$ cat config.mk
export PLATFORM = sky130hd
export DESIGN_NAME = vga_subsystem_top
export DESIGN_NICKNAME = d
export VERILOG_FILES = /design/src/rtl/vga_pkg.sv /design/src/rtl/vga_pattern_gen.sv /design/src/rtl/vga_subsystem_top.sv /design/src/rtl/vga_sync_checker.sv /design/src/rtl/vga_timing_gen.sv
export SDC_FILE = /design/constraint.sdc
export NUM_CORES = 1
export LEC_CHECK = 0
export BUFFER_PORTS_ARGS = -buffer_cell sky130_fd_sc_hd__clkbuf_2
export CAP_MARGIN = 40
export CORE_MARGIN = 3
export CORE_UTILIZATION = 52
export CTS_CLUSTER_DIAMETER = 30
export DETAILED_ROUTE_END_ITERATION = 10
export PLACE_DENSITY = 0.81
export SYNTH_ARGS = -nofsm -noshare
export SYNTH_HDL_FRONTEND = slang
export SYNTH_SLANG_ARGS = --single-unit
$ cat constraint.sdc
create_clock -name clk -period 2.2 [get_ports clk]
set_clock_uncertainty 0.2 [all_clocks]
set_input_delay 0 -clock clk [delete_from_list [all_inputs] [get_ports clk]]
set_output_delay 0 -clock clk [all_outputs]
set_load 0.01 [all_outputs]
$ cat src/rtl/vga_pkg.sv
package vga_pkg;

   // Width of beam counters and coordinates
   localparam int POS_W = 12;

   // One colour sample, 4 bits per channel
   typedef struct packed {
      logic [3:0] r;
      logic [3:0] g;
      logic [3:0] b;
   } vga_colour_t;

   // Connector bundle
   // Syncs are active low
   typedef struct packed {
      vga_colour_t colour;
      logic        hsync;
      logic        vsync;
   } vga_pins_t;

   // Beam position relative to the first visible pixel
   typedef struct packed {
      logic [POS_W-1:0] x;
      logic [POS_W-1:0] y;
      logic             visible;
   } vga_pos_t;

   // Test pattern select
   typedef enum logic [1:0] {
      pat_solid   = 2'd0,  // Solid colour input
      pat_bars    = 2'd1,  // 8 vertical colour bars
      pat_checker = 2'd2,  // Black and white squares
      pat_ramp    = 2'd3   // Red along x, green along y
   } pattern_t;

   // Sticky checker flags
   typedef struct packed {
      logic hs_width;
      logic hs_period;
      logic vs_width;
      logic vs_period;
      logic blank_colour;
   } sync_err_t;

endpackage

$ cat src/rtl/vga_pattern_gen.sv
`timescale 1ns/1ns

module vga_pattern_gen (
   input  logic                 clk,
   input  logic                 rst_n,
   input  vga_pkg::vga_pos_t    pos,
   input  logic                 hsync,
   input  logic                 vsync,
   input  vga_pkg::pattern_t    pattern,
   input  vga_pkg::vga_colour_t solid,
   output vga_pkg::vga_pins_t   pins
);

   logic [2:0]           bar;
   vga_pkg::vga_colour_t colour;

   // Bar index from x bits 3..1
   assign bar = pos.x[3:1];

   always_comb begin
      colour = '0;
      case (pattern)
         vga_pkg::pat_solid: begin
            colour = solid;
         end
         vga_pkg::pat_bars: begin
            // White first, black last
            colour.r = {4{~bar[1]}};
            colour.g = {4{~bar[2]}};
            colour.b = {4{~bar[0]}};
         end
         vga_pkg::pat_checker: begin
            // White where x bit 2 and y bit 2 differ
            if (pos.x[2] ^ pos.y[2]) begin
               colour = '1;
            end
         end
         vga_pkg::pat_ramp: begin
            colour.r = pos.x[3:0];
            colour.g = pos.y[3:0];
            colour.b = '0;
         end
         default: begin
            colour = '0;
         end
      endcase
      // Porches and sync stay black
      if (!pos.visible) begin
         colour = '0;
      end
   end

   // Output stage, syncs ride along to keep alignment
   always_ff @(posedge clk or negedge rst_n) begin
      if (!rst_n) begin
         pins.colour <= '0;
         pins.hsync  <= 1'b1;
         pins.vsync  <= 1'b1;
      end else begin
         pins.colour <= colour;
         pins.hsync  <= hsync;
         pins.vsync  <= vsync;
      end
   end

endmodule

$ cat src/rtl/vga_subsystem_top.sv
`timescale 1ns/1ns

module vga_subsystem_top #(
   parameter int H_VIS = 640,
   parameter int H_FP  = 16,
   parameter int H_PW  = 96,
   parameter int H_BP  = 48,
   parameter int V_VIS = 480,
   parameter int V_FP  = 10,
   parameter int V_PW  = 2,
   parameter int V_BP  = 33
) (
   input  logic                 clk,
   input  logic                 rst_n,
   input  vga_pkg::pattern_t    pattern,
   input  vga_pkg::vga_colour_t solid,
   input  vga_pkg::vga_pins_t   mon,
   input  logic                 clear,
   output vga_pkg::vga_pins_t   pins,
   output vga_pkg::sync_err_t   err,
   output logic [15:0]          frame_count,
   output logic                 locked
);

   vga_pkg::vga_pos_t pos;
   logic              hsync_raw;
   logic              vsync_raw;

   // Beam counters and syncs
   vga_timing_gen #(
      .H_VIS(H_VIS), .H_FP(H_FP), .H_PW(H_PW), .H_BP(H_BP),
      .V_VIS(V_VIS), .V_FP(V_FP), .V_PW(V_PW), .V_BP(V_BP)
   ) i_vga_timing_gen (
      .clk  (clk),
      .rst_n(rst_n),
      .pos  (pos),
      .hsync(hsync_raw),
      .vsync(vsync_raw)
   );

   // Colour source, drives the connector
   vga_pattern_gen i_vga_pattern_gen (
      .clk    (clk),
      .rst_n  (rst_n),
      .pos    (pos),
      .hsync  (hsync_raw),
      .vsync  (vsync_raw),
      .pattern(pattern),
      .solid  (solid),
      .pins   (pins)
   );

   // Watches the looped-back pins, not the internal bundle
   vga_sync_checker #(
      .H_VIS(H_VIS), .H_FP(H_FP), .H_PW(H_PW), .H_BP(H_BP),
      .V_VIS(V_VIS), .V_FP(V_FP), .V_PW(V_PW), .V_BP(V_BP)
   ) i_vga_sync_checker (
      .clk        (clk),
      .rst_n      (rst_n),
      .mon        (mon),
      .clear      (clear),
      .err        (err),
      .frame_count(frame_count),
      .locked     (locked)
   );

endmodule

$ cat src/rtl/vga_sync_checker.sv
`timescale 1ns/1ns

module vga_sync_checker #(
   parameter int H_VIS = 640,
   parameter int H_FP  = 16,
   parameter int H_PW  = 96,
   parameter int H_BP  = 48,
   parameter int V_VIS = 480,
   parameter int V_FP  = 10,
   parameter int V_PW  = 2,
   parameter int V_BP  = 33
) (
   input  logic               clk,
   input  logic               rst_n,
   input  vga_pkg::vga_pins_t mon,
   input  logic               clear,
   output vga_pkg::sync_err_t err,
   output logic [15:0]        frame_count,
   output logic               locked
);

   localparam int CW = vga_pkg::POS_W;

   // Periods and the count just before the next falling edge
   localparam logic [CW-1:0] H_TOT   = CW'(H_VIS + H_FP + H_PW + H_BP);
   localparam logic [CW-1:0] V_TOT   = CW'(V_VIS + V_FP + V_PW + V_BP);
   localparam logic [CW-1:0] H_LAST  = CW'(H_VIS + H_FP + H_PW + H_BP - 1);
   localparam logic [CW-1:0] V_LAST  = CW'(V_VIS + V_FP + V_PW + V_BP - 1);
   localparam logic [CW-1:0] H_PULSE = CW'(H_PW);
   localparam logic [CW-1:0] V_PULSE = CW'(V_PW);
   // Visible window bounds, measured from the falling edge
   localparam logic [CW-1:0] H_ACT   = CW'(H_PW + H_BP);
   localparam logic [CW-1:0] V_ACT   = CW'(V_PW + V_BP);
   localparam logic [CW-1:0] H_FPS   = CW'(H_PW + H_BP + H_VIS);
   localparam logic [CW-1:0] V_FPS   = CW'(V_PW + V_BP + V_VIS);

   logic               hs_q;
   logic               vs_q;
   logic               hs_fall;
   logic               hs_rise;
   logic               vs_fall;
   logic [CW-1:0]      h_pos;
   logic [CW-1:0]      v_pos;
   logic [CW-1:0]      h_cur;
   logic [CW-1:0]      v_cur;
   logic               h_over;
   logic               v_over;
   logic               h_blank;
   logic               v_blank;
   vga_pkg::sync_err_t err_now;

   // Edge detect against the previous sample
   assign hs_fall = hs_q & ~mon.hsync;
   assign hs_rise = ~hs_q & mon.hsync;
   assign vs_fall = vs_q & ~mon.vsync;

   // Counters saturate one past the period when sync goes missing
   assign h_over = (h_pos >= H_LAST);
   assign v_over = (v_pos >= V_LAST);

   // Index of the current sample within the line
   assign h_cur = hs_fall ? '0 : (h_over ? H_TOT : h_pos + 1'b1);

   // Line within frame, steps on hsync falling edges only
   always_comb begin
      if (vs_fall) begin
         v_cur = '0;
      end else if (hs_fall) begin
         v_cur = v_over ? V_TOT : v_pos + 1'b1;
      end else begin
         v_cur = v_pos;
      end
   end

   // Sync, back porch and front porch regions
   assign h_blank = (h_cur < H_ACT) || (h_cur >= H_FPS);
   assign v_blank = (v_cur < V_ACT) || (v_cur >= V_FPS);

   always_comb begin
      err_now = '0;
      // hsync must rise exactly H_PW counts after falling
      err_now.hs_width  = (hs_rise && (h_cur != H_PULSE)) ||
                          (!mon.hsync && (h_cur >= H_PULSE));
      // Next fall due on count H_TOT, late or early both flagged
      err_now.hs_period = hs_fall ? (h_pos != H_LAST) : h_over;
      // Vertical rules in lines, sampled at line starts
      if (hs_fall) begin
         err_now.vs_width  = mon.vsync ? (v_cur < V_PULSE) : (v_cur >= V_PULSE);
         err_now.vs_period = vs_fall ? (v_pos != V_LAST) : v_over;
      end
      // vsync edge off a line start
      if (vs_fall && !hs_fall) begin
         err_now.vs_period = 1'b1;
      end
      // Anything lit outside the visible window
      err_now.blank_colour = (mon.colour != '0) && (h_blank || v_blank);
   end

   always_ff @(posedge clk or negedge rst_n) begin
      if (!rst_n) begin
         hs_q  <= 1'b1;
         vs_q  <= 1'b1;
         h_pos <= '0;
         v_pos <= '0;
      end else begin
         hs_q  <= mon.hsync;
         vs_q  <= mon.vsync;
         h_pos <= h_cur;
         v_pos <= v_cur;
      end
   end

   // Lock on first frame start, rules apply from the next sample
   always_ff @(posedge clk or negedge rst_n) begin
      if (!rst_n) begin
         locked      <= 1'b0;
         frame_count <= '0;
         err         <= '0;
      end else begin
         if (vs_fall) begin
            locked <= 1'b1;
            if (locked) begin
               frame_count <= frame_count + 1'b1;
            end
         end
         // clear beats a new error in the same cycle
         if (clear) begin
            err <= '0;
         end else if (locked) begin
            err <= err | err_now;
         end
      end
   end

endmodule

$ cat src/rtl/vga_timing_gen.sv
`timescale 1ns/1ns

module vga_timing_gen #(
   // Line timing in pixel clocks
   parameter int H_VIS = 640,
   parameter int H_FP  = 16,
   parameter int H_PW  = 96,
   parameter int H_BP  = 48,
   // Frame timing in lines
   parameter int V_VIS = 480,
   parameter int V_FP  = 10,
   parameter int V_PW  = 2,
   parameter int V_BP  = 33
) (
   input  logic              clk,
   input  logic              rst_n,
   output vga_pkg::vga_pos_t pos,
   output logic              hsync,
   output logic              vsync
);

   localparam int CW = vga_pkg::POS_W;

   // Last count of a line and of a frame
   localparam logic [CW-1:0] H_LAST  = CW'(H_VIS + H_FP + H_PW + H_BP - 1);
   localparam logic [CW-1:0] V_LAST  = CW'(V_VIS + V_FP + V_PW + V_BP - 1);
   // Sync pulse lengths
   localparam logic [CW-1:0] H_SYNC  = CW'(H_PW);
   localparam logic [CW-1:0] V_SYNC  = CW'(V_PW);
   // Visible window starts after sync and back porch
   localparam logic [CW-1:0] H_START = CW'(H_PW + H_BP);
   localparam logic [CW-1:0] V_START = CW'(V_PW + V_BP);
   localparam logic [CW-1:0] H_END   = CW'(H_PW + H_BP + H_VIS);
   localparam logic [CW-1:0] V_END   = CW'(V_PW + V_BP + V_VIS);

   logic [CW-1:0] h_cnt;
   logic [CW-1:0] v_cnt;
   logic          h_last;
   logic          v_last;
   logic          h_vis;
   logic          v_vis;

   assign h_last = (h_cnt == H_LAST);
   assign v_last = (v_cnt == V_LAST);

   // Count 0 is the sync falling edge
   assign h_vis = (h_cnt >= H_START) && (h_cnt < H_END);
   assign v_vis = (v_cnt >= V_START) && (v_cnt < V_END);

   // Pixel counter, steps the line counter on wrap
   always_ff @(posedge clk or negedge rst_n) begin
      if (!rst_n) begin
         h_cnt <= '0;
         v_cnt <= '0;
      end else if (h_last) begin
         h_cnt <= '0;
         v_cnt <= v_last ? '0 : v_cnt + 1'b1;
      end else begin
         h_cnt <= h_cnt + 1'b1;
      end
   end

   // Registered outputs, one cycle behind the counters
   // vsync changes with the hsync falling edge
   always_ff @(posedge clk or negedge rst_n) begin
      if (!rst_n) begin
         pos   <= '0;
         hsync <= 1'b1;
         vsync <= 1'b1;
      end else begin
         // Offsets wrap outside the window, visible masks them
         pos.x       <= h_cnt - H_START;
         pos.y       <= v_cnt - V_START;
         pos.visible <= h_vis && v_vis;
         hsync       <= (h_cnt >= H_SYNC);
         vsync       <= (v_cnt >= V_SYNC);
      end
   end

endmodule

* Yosys cells after proc, flatten, opt, wreduce, memory -nomap -nowiden *
Index checks and enable logic that the tools add are counted.

storage, ports and cells
  output and inout port bits = 36
  logic and storage cells = 98
  register bits after elaboration = 97
  input bits = 31

cells by class
  bitwise operators = 11
  mux-type cells = 17
  order comparisons = 15
  $add $sub $neg = 7
  reductions and logical operators = 17
  equal/unequal tests = 8

operators with widths
  kind                   number
  $mux 12                9
  $add 12x1->12 const B  4
  $ge 12x10->1 const B   4
  $pmux 12 s4            1
  $eq 12x10->1 const B   2
  $ge 12x2->1 const B    2
  $ge 12x7->1 const B    2
  $lt 12x10->1 const B   2
  $ne 12x10->1 const B   2
  $add 16x1->16 const B  1
  $ge 12x6->1 const B    1
  $ge 12x8->1 const B    1
  $lt 12x2->1 const B    1
  $lt 12x6->1 const B    1
  $lt 12x8->1 const B    1
  $ne 12x7->1 const B    1
  $reduce_bool 12->1     1
  $mux 5                 2
  $logic_and 1x1->1      7
  $not 1->1              6
  $or 5x5->5             1
  $eq 2x2->1 const B     2
  $logic_or 1x1->1       4
  $mux 1                 4
  other kinds (10)       13

* Longest topological paths before layout *
Gate-level depths: netlist of run 1.

  depth in word-level cells = 11
  gate-level depth with buffers = 7
  gate-level depth less buffers = 7

* Modules after synthesis *
From an unflattened synthesis of run 1, not the netlist that was laid out.

second synthesis, totals
  cell total of the unflattened synthesis = 553
  area total of the unflattened synthesis = 5674.2 um^2

by module, submodules not included
  module            area each (um^2)  instances  cells each
  vga_sync_checker  2580.0            1          273
  vga_timing_gen    2356.0            1          211
  vga_pattern_gen   738.2             1          69

* Least setup slack after synthesis of run 1 *
OpenSTA, ideal clock, no wires.

  path type = register -> register
  start = register i_vga_sync_checker.hs_q
  end = register, netlist name i_vga_sync_checker.err[2]
  period minus slack after synthesis = 2.242 ns
  arrival time = 1.960 ns
  slack = -0.042 ns
  stages on the path, launching flop included = 8
  data required time = 1.918 ns
  library setup time = 0.082 ns
  cell sequence = dfstp_2 -> and4b_1 -> buf_6 -> nand4_1 -> xnor2_2 -> a41oi_1 -> or4b_1 -> a31oi_1

between the ends
  longest elaborated chain between the ends = 9
  elaborated cells between the ends (all ways) = 10
  those cells by class = 2 x order compare; 6 x mux; 2 x bitwise

RTL lines
  what                                               line                     source
  start: declaration                                 vga_sync_checker.sv:37   logic hs_q;
  start signal: assignment                           vga_sync_checker.sv:106  hs_q <= mon.hsync;
  $and 1x1->1 (*)                                    vga_sync_checker.sv:53   assign hs_fall = hs_q & ~mon.hsync;
  $mux 12                                            vga_sync_checker.sv:68   end else if (hs_fall) begin
  $mux 12                                            vga_sync_checker.sv:66   if (vs_fall) begin
  $ge 12x2->1 / $lt 12x2->1 (equally long branches)  vga_sync_checker.sv:88   err_now.vs_width = mon.vsync ? (v_cur < V_PULSE) : (v_cur >= V_PULSE);
  $mux 1                                             vga_sync_checker.sv:88
  $mux 2 (*)                                         vga_sync_checker.sv:87   if (hs_fall) begin
  $or 5x5->5 (*)                                     vga_sync_checker.sv:130  err <= err | err_now;
  $mux 5 (*)                                         vga_sync_checker.sv:129  end else if (locked) begin
  $mux 5 (*)                                         vga_sync_checker.sv:127  if (clear) begin

Mark *: on every way between the ends. The rest lies on a longest branch, timed or not. The select of a mux whose other input is x is not followed.
A chain may end at the register's enable or synchronous reset.

* Final worst setup path of run 1 *
  start = register i_vga_sync_checker.hs_q
  end = register, netlist name i_vga_sync_checker.err[2]

between the ends
  longest elaborated chain between the ends = 9
  elaborated cells between the ends (all ways) = 10
  those cells by class = 2 x order compare; 6 x mux; 2 x bitwise

RTL lines
  what                                               line
  $and 1x1->1 (*)                                    vga_sync_checker.sv:53
  $mux 12                                            vga_sync_checker.sv:68
  $mux 12                                            vga_sync_checker.sv:66
  $ge 12x2->1 / $lt 12x2->1 (equally long branches)  vga_sync_checker.sv:88
  $mux 1                                             vga_sync_checker.sv:88
  $mux 2 (*)                                         vga_sync_checker.sv:87
  $or 5x5->5 (*)                                     vga_sync_checker.sv:130
  $mux 5 (*)                                         vga_sync_checker.sv:129
  $mux 5 (*)                                         vga_sync_checker.sv:127

Marked as above.

==> flow_metrics.py, run 1 <==
metrics = {
    "floorplanning": {
        "die_w_um": 102.7,
        "floorplan.die_area_um2": 10550,
        "core_area_um2": 8891,
        "floorplan.io_pins": 67,
        "std_cell_rows": 34,
        "initial_core_util_pct": 54.70,
        "die_h_um": 102.7,
    },
    "sta": {
        "timing.final.setup_violations": 3,
        "finalHoldWorstSlack_ns": -0.0009555,
        "rsz0062_at_grt": "true",
        "timing.final.ws_setup_ns": -0.1731,
        "worst_pin_slew_ns": 0.5025,
        "finalWorstPathRequiredPeriod_ns": 2.373,
        "report.final.hold_viol_count": 4,
        "max_clock_freq_mhz": 421.4,
        "timing.final.crit_share_pct": 107.9,
        "setup_total_negative_slack_ns": -0.2519,
        "report.final.slew_viol_count": 0,
        "max_slew_margin_pct": 66.50,
    },
    "pwr": {
        "worst_supply_voltage_drop_on_vdd_mv": 0.3809,
        "p_seq_share_pct": 51.4,
        "cellLeakagePower_nw": 3.005,
        "clockPowerShare_pct": 34.4,
        "final_power_w": 0.003805,
        "internal_power_w": 0.002780,
        "power_density_nw_per_um2": 594.5,
        "switching_share_pct": 26.93,
        "combPwrFrac_pct": 14.2,
        "power.switching_w": 0.001025,
    },
    "run": {
        "max_cap_violations": 0,
    },
    "detailed_routing": {
        "vias": 4409,
        "initialDrtViolationCount": 317,
        "detail_route.first_pass.iterations": 5,
        "ant_nets": 0,
        "routed_wirelength_mm": 12.39,
        "avgViaCountPerCell": 5.832,
        "drc": 0,
        "wl_per_cell_um": 16.39,
    },
    "worst_setup_path": {
        "worstReg2RegStart": "i_vga_sync_checker.hs_q",
        "critPathLaunchType": "flop",
        "worst-path-max-fanout": 5,
        "ff2ff_setup_slack_ns": -0.17,
        "timing.critical_path.slowest_cell_delay_ns": 0.55,
        "timing.reg2reg.worst_path_depth": 7,
        "timing.critical_path.required_ns": 2.28,
        "cp-end-kind": "flop",
        "cpLargestDelayFamily": "simple AND/OR/NAND/NOR gates",
        "cp.arrival_ns": 2.46,
        "worst_flop_to_flop_path_endpoint": "i_vga_sync_checker.err[2]",
        "critical_path_buf_inv_count": 1,
        "setup.worst_path.class": "flop to flop",
        "critical-path-slowest-cell": "dfstp_2",
        "crit_path_cell_trace": "and4b_2 -> buf_6 -> nand2_4 -> mux2i_2 -> o211ai_1 -> or4b_1 -> a31oi_1",
    },
    "grt": {
        "global_route_layer_with_the_greatest_usage": "met2",
        "grt_util_all_layers_pct": 23.87,
        "vias_in_the_first_global_route": 4236,
        "met1_usage_pct": 31.32,
        "grt-ovfl-total": 0,
        "grtUsageMet2_pct": 38.93,
        "pin_count_of_the_biggest_net_entering_global_routing": 98,
        "initial_antenna_violation_count": 0,
        "wire_length_of_the_first_global_routing_pass_mm": 19.85,
        "grtUsageMet3_pct": 3.789,
    },
    "yosys": {
        "synth.ff_latch_count": 97,
        "yosysTopAreaCellShare_pct": 46.82,
        "synth_async_sr_flop_share_pct": 100.0,
        "synth-main-ff-cell": "dfrtp_1",
        "post_synth_num_cell_types": 61,
        "count_of_flip_flops_with_a_built_in_enable_after_synthesis": 0,
        "post_synth_main_area_contributors": "dfrtp_1 47%, xnor2_1 4.9%, nor2_1 3.6%",
        "syn_inst": 492,
        "synth.largest_area_cell": "dfrtp_1",
        "post_synth.cell_area_avg_um2": 9.885,
        "synth.yosys.seq_area_share_pct": 50.06,
        "yosysWarnings": 0,
        "syn_area_um2": 4863,
    },
    "cts": {
        "tritoncts_clock_tree": "done",
        "sinks_on_the_clock_net": 97,
        "cts-buffers-inserted": 9,
        "cts_max_level": 3,
        "largest_buffer_count_on_any_clock_path": 2,
        "clkLatencyLatePin_ns": 0.37,
        "cts-root-buf": "clkbuf_8",
        "cts.clk_slew.worst_paths_ns": 0.10,
    },
    "finish": {
        "post_route_cells_drive_above_1_share_pct": 30.86,
        "final_cells": 756,
        "final_util_pct": 71.98,
        "fillerInstances": 601,
        "n_antenna_cell": 0,
        "area_growth_pct": 31.59,
        "final_nets": 683,
    },
    "placement": {
        "dp_cells": 704,
        "dp_worst_setup_slack_ns": -0.1466,
        "io_buf_count": 66,
        "dp.final_hpwl_mm": 8.084,
        "gp_congestion": 0.9770,
    },
    "status": {
        "status": "complete, but fails checks",
        "violated_checks": "negative hold slack, negative setup slack",
    },
    "min_path": {
        "timing.hold.worst.class": "primary input to asynchronous set/reset pin",
    },
}
==> cells by family after synthesis <==
kind of cell	after synthesis	synth area share, %
AOI/OAI and AO/OA	93	12.55
xor gates and xnor gates	46	8.439
adders and majority gates	9	2.315
buffers and inverters	33	2.830
DFF	97	50.06
muxes	4	0.8747
other	1	0.07711
and+or+nand+nor	209	22.85
==> worst max-delay path by stage <==
stage / startpoint / end / slack, ns / depth (start not counted)
after floorplan: i_vga_sync_checker.hs_q / i_vga_sync_checker.err[2] / -0.03 / 7
after global placement: i_vga_sync_checker.hs_q / i_vga_sync_checker.err[2] / -0.07 / 7
after detailed placement: i_vga_sync_checker.hs_q / i_vga_sync_checker.err[2] / -0.15 / 7
after CTS: i_vga_sync_checker.hs_q / i_vga_sync_checker.err[2] / -0.13 / 7
after global routing: i_vga_sync_checker.hs_q / i_vga_sync_checker.err[2] / -0.21 / 7
final: i_vga_sync_checker.hs_q / i_vga_sync_checker.err[2] / -0.17 / 7
==> cell usage after synthesis (3+ instances only) <==
| library cell | instances |
|---|---|
| and2_1 | 12 |
| xor2_1 | 18 |
| nor2_1 | 47 |
| nand2b_1 | 5 |
| nand2_1 | 34 |
| or3_1 | 4 |
| dfstp_2 | 6 |
| nor2b_1 | 3 |
| clkbuf_1 | 12 |
| or4_1 | 3 |
| a311oi_1 | 3 |
| nor4_1 | 6 |
| and3_1 | 11 |
| nand4_1 | 12 |
| dfrtp_1 | 91 |
| a41oi_1 | 3 |
| and4_1 | 6 |
| nand3b_1 | 5 |
| a21boi_0 | 8 |
| ha_1 | 9 |
| inv_1 | 17 |
| nand3_1 | 30 |
| nor3_1 | 16 |
| o21ai_0 | 30 |
| o31ai_1 | 4 |
| xnor2_1 | 27 |
| a31oi_1 | 7 |
| or2_2 | 3 |
| a21oi_1 | 17 |
==> placed cells by master, fill, tap and decap left out, types with 5 or more instances in the layout <==
| cell | n |
|---|---|
| inv_1 | 17 |
| and3_1 | 11 |
| xnor2_1 | 26 |
| nand3_1 | 30 |
| dlygate4sd3_1 | 23 |
| xor2_1 | 17 |
| nor4_1 | 5 |
| dfstp_2 | 6 |
| nand4_1 | 12 |
| a21oi_1 | 17 |
| dfrtp_1 | 90 |
| a21boi_0 | 8 |
| nor3_1 | 14 |
| and2_1 | 11 |
| and4_1 | 5 |
| nand3b_1 | 5 |
| buf_4 | 64 |
| clkbuf_2 | 65 |
| nand2_1 | 33 |
| nor2_1 | 46 |
| a31oi_1 | 6 |
| clkbuf_8 | 9 |
| ha_1 | 7 |
| nand2b_1 | 5 |
| o21ai_0 | 27 |
==> flip-flops by register name, indices dropped and copies added, names as in the netlist <==
signal and count:
i_vga_sync_checker.vs_q 1, i_vga_sync_checker.err 5, i_vga_pattern_gen.pins 14, i_vga_timing_gen.hsync 1, i_vga_timing_gen.v_cnt 12, i_vga_timing_gen.pos 9, i_vga_timing_gen.h_cnt 12, i_vga_sync_checker.v_pos 12
i_vga_timing_gen.vsync 1, i_vga_sync_checker.hs_q 1, i_vga_sync_checker.frame_count 16, i_vga_sync_checker.locked 1, i_vga_sync_checker.h_pos 12
==> final cells by class <==
class                      instances  area, um^2  share of cell area, %
timing repair buffer             155        1079                  16.85
sequential                        97        2436                  38.06
clock buffer                       9       123.9                  1.935
tap                              108       135.1                  2.111
clock inverter                     7       102.6                  1.603
inverter                          17       63.81                 0.9971
multi-input combinational        363        2460                  38.44
==> power by group through the flow <==
stage          Combinational [W]  Sequential (W)  Clock, W
2_1_floorplan           0.000203         0.00201         0
3_3_place_gp            0.000460         0.00198         0
3_5_place_dp            0.000473         0.00199         0
4_1_cts                 0.000526         0.00195   0.00133
5_1_grt                 0.000595         0.00197   0.00141
6_report                0.000540         0.00196   0.00131
==> stage by stage <==
step           area (um^2)  hold slack [ns]
4_1_cts               6296          0.01015
3_3_place_gp          5679          -0.1103
3_5_place_dp          5679          -0.1077
2_1_floorplan         4875          -0.4956
6_report              6400       -0.0009555
5_1_grt               6400          0.04310
==> worst reg2reg max path, cell delays in order, from the launching register on <==
cell	delay (ns)
dfstp_2	0.55
and4b_2	0.28
buf_6	0.14
nand2_4	0.08
mux2i_2	0.24
o211ai_1	0.16
or4b_1	0.48
a31oi_1	0.16
==> routing by layer <==
metal | up-vias | routed length [um]
li1 | 2050 | -
met1 | 2114 | 5222
met2 | 195 | 5967
met3 | 50 | 744
met4 | 0 | 456
met5 | - | 0
==> what timing repair did <==
action | in CTS | in global routing
resized for setup | 20 | 21
endpoints found under the hold margin | 121 | 0
setup buffers | 10 | 3
hold buffers | 23 | 0
pin swaps | 9 | 6
cloned | 0 | 0
setup endpoints to repair | 3 | 15
No activity file was read; power rests on OpenSTA's default activity.
==> run 2, diff against run 1 <==
ABC_AREA = 1   (was unset)
==> run 2 against run 1 <==
The flow now finishes without violations. Routed wire length shrank 7.2%. Area after synthesis grew 3.7%. Synthesized cell count grew 22%. Maximum frequency grew 11%. Combinational power shrank 19%. Die area grew 3.5%. Utilization shrank 4.6 points. Sequential power is essentially flat. Largest cell class is now sequential cells. Highest routed layer unchanged.
==> flow_metrics.py, run 2 <==
metrics = {
    "worst_setup_path": {
        "timing.critical_path.required_ns": 2.26,
        "critical-path-slowest-cell": "dfrtp_1",
        "critical_path_buf_inv_count": 2,
        "timing.critical_path.slowest_cell_delay_ns": 0.44,
        "cpLargestDelayFamily": "simple AND/OR/NAND/NOR gates",
        "ff2ff_setup_slack_ns": 0.05,
        "worst_flop_to_flop_path_endpoint": "i_vga_sync_checker.err[4]",
        "crit_path_cell_trace": "ha_4 -> nand2_4 -> nor2_4 -> inv_2 -> nand2_2 -> nand2_2 -> nand2_4 -> nor2_8 -> inv_4 -> nor2_4 -> nand3_2 -> nand3b_1 -> nand2_1 -> nand3_1 -> nand3_1 -> nand2_1",
        "setup.worst_path.class": "flop to flop",
        "worstReg2RegStart": "i_vga_sync_checker.h_pos[0]",
        "cp.arrival_ns": 2.21,
        "cp-end-kind": "flop",
        "critPathLaunchType": "flop",
        "timing.reg2reg.worst_path_depth": 16,
        "worst-path-max-fanout": 7,
    },
    "min_path": {
        "timing.hold.worst_endpoint": "i_vga_pattern_gen.pins[6]",
        "worst_hold_path.num_cells": 6,
        "holdCritStartpoint": "pattern[1]",
        "timing.hold.worst.class": "primary input to flop",
    },
    "pwr": {
        "final_power_w": 0.003494,
        "worst_supply_voltage_drop_on_vdd_mv": 0.3249,
        "power_density_nw_per_um2": 556.1,
        "cellLeakagePower_nw": 3.483,
    },
    "yosys": {
        "synth_async_sr_flop_share_pct": 100.0,
        "synth-main-ff-cell": "dfrtp_1",
        "synth.yosys.seq_area_share_pct": 48.29,
        "post_synth_num_cell_types": 42,
        "yosysTopAreaCellShare_pct": 45.16,
        "syn_area_um2": 5042,
        "yosysWarnings": 0,
        "ys_top_cells_by_count": "111 x inv_1, 110 x nand2_1, 91 x dfrtp_1",
        "synthMostInstantiatedCell": "inv_1",
        "syn_inst": 602,
        "post_synth.cell_area_avg_um2": 8.376,
        "synth.ff_latch_count": 97,
        "post_synth_main_area_contributors": "dfrtp_1 45%, inv_1 8.3%, nand2_1 8.2%",
        "count_of_flip_flops_with_a_built_in_enable_after_synthesis": 0,
        "synth.largest_area_cell": "dfrtp_1",
    },
    "finish": {
        "fillerInstances": 746,
        "post_route_cells_drive_above_1_share_pct": 25.34,
        "final_util_pct": 67.35,
        "n_antenna_cell": 0,
        "final_cells": 863,
        "final_cell_mix": "110 x inv_1, 107 x nand2_1, 87 x dfrtp_1",
        "largest_register_ff_count": 16,
        "largest_registers": "i_vga_sync_checker.frame_count: 16 flops, i_vga_pattern_gen.pins: 14 flops",
        "final_nets": 769,
        "area_growth_pct": 24.59,
        "largest-register": "i_vga_sync_checker.frame_count",
        "final_common_cell": "inv_1",
        "post-route-cell-area_um2": 6282,
    },
    "detailed_routing": {
        "ant_nets": 0,
        "vias": 4405,
        "avgViaCountPerCell": 5.104,
        "drc": 0,
        "routed_wirelength_mm": 11.50,
        "initialDrtViolationCount": 197,
        "detail_route.first_pass.iterations": 5,
        "wl_per_cell_um": 13.33,
    },
    "grt": {
        "wire_length_of_the_first_global_routing_pass_mm": 19.07,
        "pin_count_of_the_biggest_net_entering_global_routing": 44,
        "initial_antenna_violation_count": 0,
        "grt_util_all_layers_pct": 21.05,
        "grt-ovfl-total": 0,
        "vias_in_the_first_global_route": 4281,
    },
    "sta": {
        "finalWorstPathRequiredPeriod_ns": 2.148,
        "timing.final.setup_violations": 0,
        "rsz0062_at_grt": "true",
        "max_slew_margin_pct": 61.26,
        "max_clock_freq_mhz": 465.6,
        "timing.final.crit_share_pct": 97.62,
        "report.final.slew_viol_count": 0,
        "worst_pin_slew_ns": 0.5811,
        "report.final.hold_viol_count": 0,
    },
    "floorplanning": {
        "floorplan.io_pins": 67,
        "die_w_um": 104.5,
        "core_area_um2": 9328,
        "die_h_um": 104.5,
        "floorplan.die_area_um2": 10910,
        "std_cell_rows": 35,
        "initial_core_util_pct": 54.06,
    },
    "cts": {
        "clkLatencyLatePin_ns": 0.36,
        "sinks_on_the_clock_net": 97,
        "largest_buffer_count_on_any_clock_path": 2,
        "cts-root-buf": "clkbuf_8",
        "cts_max_level": 3,
        "tritoncts_clock_tree": "done",
        "cts-buffers-inserted": 9,
        "cts.clk_slew.worst_paths_ns": 0.10,
    },
    "placement": {
        "io_buf_count": 66,
        "dp.final_hpwl_mm": 8.088,
        "detailed_place.area_um2": 5610,
        "gp_congestion": 0.8968,
        "dp_cells": 806,
    },
    "run": {
        "max_cap_violations": 0,
    },
    "status": {
        "status": "complete, no violations",
    },
}
==> run 2: cell count changes in the layout (fill, tap and decap cells not counted), moves of 9 or more <==
| cell | delta |
|---|---|
| and2_1 | -11 |
| and3_1 | -11 |
| buf_4 | -35 |
| inv_1 | +93 |
| inv_2 | +9 |
| nand2_1 | +74 |
| nand2_2 | +9 |
| nor2_1 | +19 |
| o21ai_0 | -12 |
| xnor2_1 | -18 |
==> run 2: timing repair <==
action / 4_1_cts / 5_1_grt
buffers inserted: 0 / 17
endpoints found under the setup margin: 0 / 6
hold buffers: 24 / 0
endpoints found under the hold margin: 121 / 0
resized for setup: 0 / 32
==> run 2: stage by stage <==
stage / hold slack, ns / setup TNS, ns / worst slack [ns]
3_3_place_gp: -0.1686 / 0 / 0.1177
2_1_floorplan: -0.4956 / 0 / 0.2038
6_report: 0.03674 / 0 / 0.05243
4_1_cts: 0.006208 / 0 / 0.003531
3_5_place_dp: -0.1637 / 0 / 0.01227
5_1_grt: 0.07782 / -0.2034 / -0.08827
==> run 2: layout make-up <==
type                            instances  area (um^2)  area share (%)
Tap cell                              129        161.4           2.569
Inverter                              120        452.9           7.210
Clock inverter                          7        53.80          0.8564
Multi-Input combinational cell        382         2247           35.77
Sequential cell                        97         2440           38.84
Clock buffer                            9        123.9           1.972
Timing Repair Buffer                  119        803.3           12.79
==> run 2: kinds of logic after synthesis <==
kind of cell    after synthesis  share of synthesized area [%]
simple gates                290                          28.31
buf+inv                     124                          9.578
flops                        97                          48.29
fa+ha+maj                     9                          2.233
compound gates               55                          6.998
other cells                   1                        0.07437
xor+xnor                     26                          4.516
==> run 2: tightest hold or removal path, delay by kind of cell <==
kind,cells,cell delay [ns]
compound gates,2,0.24
buf+inv,3,0.22
simple gates,1,0.11
==> run 2: worst max path at each step <==
stage	slack, ns	cells after the start	from	endpoint
2_1_floorplan	0.20	16	i_vga_sync_checker.h_pos[0]	i_vga_sync_checker.err[4]
3_3_place_gp	0.12	16	i_vga_sync_checker.h_pos[0]	i_vga_sync_checker.err[4]
3_5_place_dp	0.01	17	i_vga_sync_checker.h_pos[0]	i_vga_sync_checker.err[0]
4_1_cts	0.004	17	i_vga_sync_checker.h_pos[0]	i_vga_sync_checker.err[0]
5_1_grt	-0.09	16	i_vga_sync_checker.h_pos[0]	i_vga_sync_checker.err[4]
6_report	0.05	16	i_vga_sync_checker.h_pos[0]	i_vga_sync_checker.err[4]
==> run 2: report_power, final <==
group	leakage, nW	total, W	internal [W]	switching, W
clock network	0.0944	0.00108	0.000424	0.000660
registers	1.24	0.00197	0.00186	0.000115
logic	2.15	0.000439	0.000190	0.000249
==> run 2: layer usage <==
layer	wire, um	track usage, %	share of wire, %	up-vias
li1	-	-	-	2159
met2	5828	36.02	51	126
met5	0	0	0	-
met3	568	3.662	4.9	25
met1	4832	27.17	42	2095
met4	272	6.743	2.4	0
==> run 3, diff against run 2 <==
ABC_CLOCK_PERIOD_IN_PS = 2200   (was unset)
CORE_ASPECT_RATIO = 0.7   (was unset)
==> run 3 against run 2 <==
Sequential cell count is the same. Highest routed layer unchanged. Total power grew 17%. Clock-buffer cell count grew 3. Worst setup slack lost 0.032 ns.
==> flow_metrics.py, run 3 (synthesized netlist as in run 2, its figures left out) <==
metrics = {
    "status": {
        "status": "complete, no violations",
    },
    "floorplanning": {
        "die_w_um": 123.7,
        "floorplan.io_pins": 67,
        "std_cell_rows": 29,
        "die_h_um": 88.39,
        "initial_core_util_pct": 54.50,
        "floorplan.die_area_um2": 10930,
        "core_area_um2": 9253,
    },
    "finish": {
        "final_cell_mix": "111 x inv_1, 106 x nand2_1, 90 x dfrtp_1",
        "post_route_cells_drive_above_1_share_pct": 23.79,
        "final_util_pct": 68.44,
        "fillerInstances": 730,
        "final_nets": 758,
        "final_common_cell": "inv_1",
        "largest-register": "i_vga_sync_checker.frame_count",
        "post-route-cell-area_um2": 6332,
        "n_antenna_cell": 0,
        "area_growth_pct": 25.58,
        "largest_registers": "i_vga_sync_checker.frame_count: 16 flops, i_vga_pattern_gen.pins: 14 flops",
        "largest_register_ff_count": 16,
        "final_cells": 847,
    },
    "sta": {
        "timing.final.setup_violations": 0,
        "report.final.slew_viol_count": 0,
        "timing.final.crit_share_pct": 99.07,
        "max_clock_freq_mhz": 458.8,
        "worst_pin_slew_ns": 0.5064,
        "finalHoldWorstSlack_ns": 0.02183,
        "finalWorstPathRequiredPeriod_ns": 2.180,
        "max_slew_margin_pct": 65.37,
        "rsz0062_at_grt": "true",
        "report.final.hold_viol_count": 0,
        "setup_total_negative_slack_ns": 0,
    },
    "worst_setup_path": {
        "timing.critical_path.required_ns": 2.22,
        "cp.arrival_ns": 2.20,
        "cp-end-kind": "flop",
        "critPathLaunchType": "flop",
        "setup.worst_path.class": "flop to flop",
        "worst-path-max-fanout": 7,
    },
    "detailed_routing": {
        "detail_route.first_pass.iterations": 6,
        "wl_per_cell_um": 13.60,
        "drc": 0,
        "initialDrtViolationCount": 338,
        "vias": 4337,
        "routed_wirelength_mm": 11.52,
        "avgViaCountPerCell": 5.120,
        "ant_nets": 0,
    },
    "grt": {
        "grt_util_all_layers_pct": 21.92,
        "wire_length_of_the_first_global_routing_pass_mm": 18.84,
        "pin_count_of_the_biggest_net_entering_global_routing": 43,
        "initial_antenna_violation_count": 0,
        "grt-ovfl-total": 0,
        "vias_in_the_first_global_route": 4111,
    },
    "cts": {
        "sinks_on_the_clock_net": 97,
        "cts-root-buf": "clkbuf_16",
        "clkLatencyLatePin_ns": 0.33,
        "cts_max_level": 3,
        "cts-buffers-inserted": 9,
        "cts.clk_slew.worst_paths_ns": 0.06,
        "tritoncts_clock_tree": "done",
        "largest_buffer_count_on_any_clock_path": 2,
    },
    "placement": {
        "detailed_place.area_um2": 5604,
        "gp_congestion": 0.9110,
        "io_buf_count": 66,
        "dp_cells": 801,
        "dp.final_hpwl_mm": 8.288,
    },
    "pwr": {
        "cellLeakagePower_nw": 3.470,
        "combPwrFrac_pct": 10.6,
        "worst_supply_voltage_drop_on_vdd_mv": 0.3722,
        "internal_power_w": 0.003077,
        "power_density_nw_per_um2": 643.2,
        "power.switching_w": 0.0009957,
        "switching_share_pct": 24.45,
        "clockPowerShare_pct": 41.3,
        "p_seq_share_pct": 48.2,
    },
    "min_path": {
        "timing.hold.worst.class": "primary input to asynchronous set/reset pin",
    },
    "run": {
        "max_cap_violations": 0,
    },
}
[run 3: cell types whose count changed in the layout (fill, tap and decap cells not counted), sizes merged]
cell	before	now
dlygate4sd3	24	23
bufinv	0	2
buf	30	20
clkinv	4	1
clkbuf	74	77
inv	123	121
[run 3: area by class of cell]
type                       instances  area [um^2]  area share (%)
timing repair buffer             108        730.7           11.54
inverter                         120        455.4           7.192
sequential                        97         2436           38.47
clock inverter                     4        77.57           1.225
clock buffer                      12        246.5           3.893
multi-input combinational        382         2231           35.23
tap                              124        155.1           2.450
[run 3: worst max-delay path, stage by stage, from the launching register on]
cell and delay, ns:
dfrtp_1 0.39, ha_2 0.21, nand2_2 0.10, nor2_4 0.05, inv_2 0.07, nand2_2 0.05
nand2_2 0.09, nand2_4 0.08, nor2_8 0.18, inv_4 0.06, nor2_4 0.11, nand3_2 0.07
nand3b_1 0.15, nand2_1 0.08, nand3_2 0.06, nand3_2 0.06, nand2_2 0.05
[run 3: layer usage]
layer / wire length [um] / global-route usage (%) / vias up
li1: - / - / 2142
met5: 0 / 0 / -
met3: 514 / 5.240 / 21
met1: 5312 / 30.05 / 2066
met2: 5518 / 34.62 / 108
met4: 178 / 7.337 / 0
[run 3: stage by stage]
step	total power, W	setup slack (ns)
6_report	0.004073	0.02041
5_1_grt	0.004254	-0.1230
4_1_cts	0.004086	0.007674
3_5_place_dp	0.002374	0.02556
3_3_place_gp	0.002350	0.09930
2_1_floorplan	0.002188	0.2038
[run 3: worst paths after layout]
check                                       startpoint                   endpoint  slack, ns  cells past startpoint
max in group asynchronous                        rst_n     i_vga_timing_gen.hsync       1.41                      3
max reg2reg                i_vga_sync_checker.h_pos[1]  i_vga_sync_checker.err[4]       0.02                     16
min in group clk                            pattern[0]  i_vga_pattern_gen.pins[6]       0.08                      6
min reg2reg                     i_vga_timing_gen.hsync  i_vga_pattern_gen.pins[1]       0.16                      0
min                                              rst_n    i_vga_sync_checker.hs_q       0.02                      2
max                        i_vga_sync_checker.h_pos[1]  i_vga_sync_checker.err[4]       0.02                     16
[run 3: power groups by stage]
stage               clock (W)  sequential [W]  combinational, W
floorplan                   0         0.00200          0.000187
global placement            0         0.00198          0.000367
detailed placement          0         0.00199          0.000382
CTS                   0.00171         0.00196          0.000414
global route          0.00179         0.00197          0.000489
finish                0.00168         0.00196          0.000431
[run 3: repair_timing]
action / 4_1_cts / 5_1_grt
endpoints found under the setup margin: 0 / 6
endpoints found under the hold margin: 117 / 0
setup buffers: 0 / 6
gates resized for setup: 0 / 27
hold buffers: 24 / 0
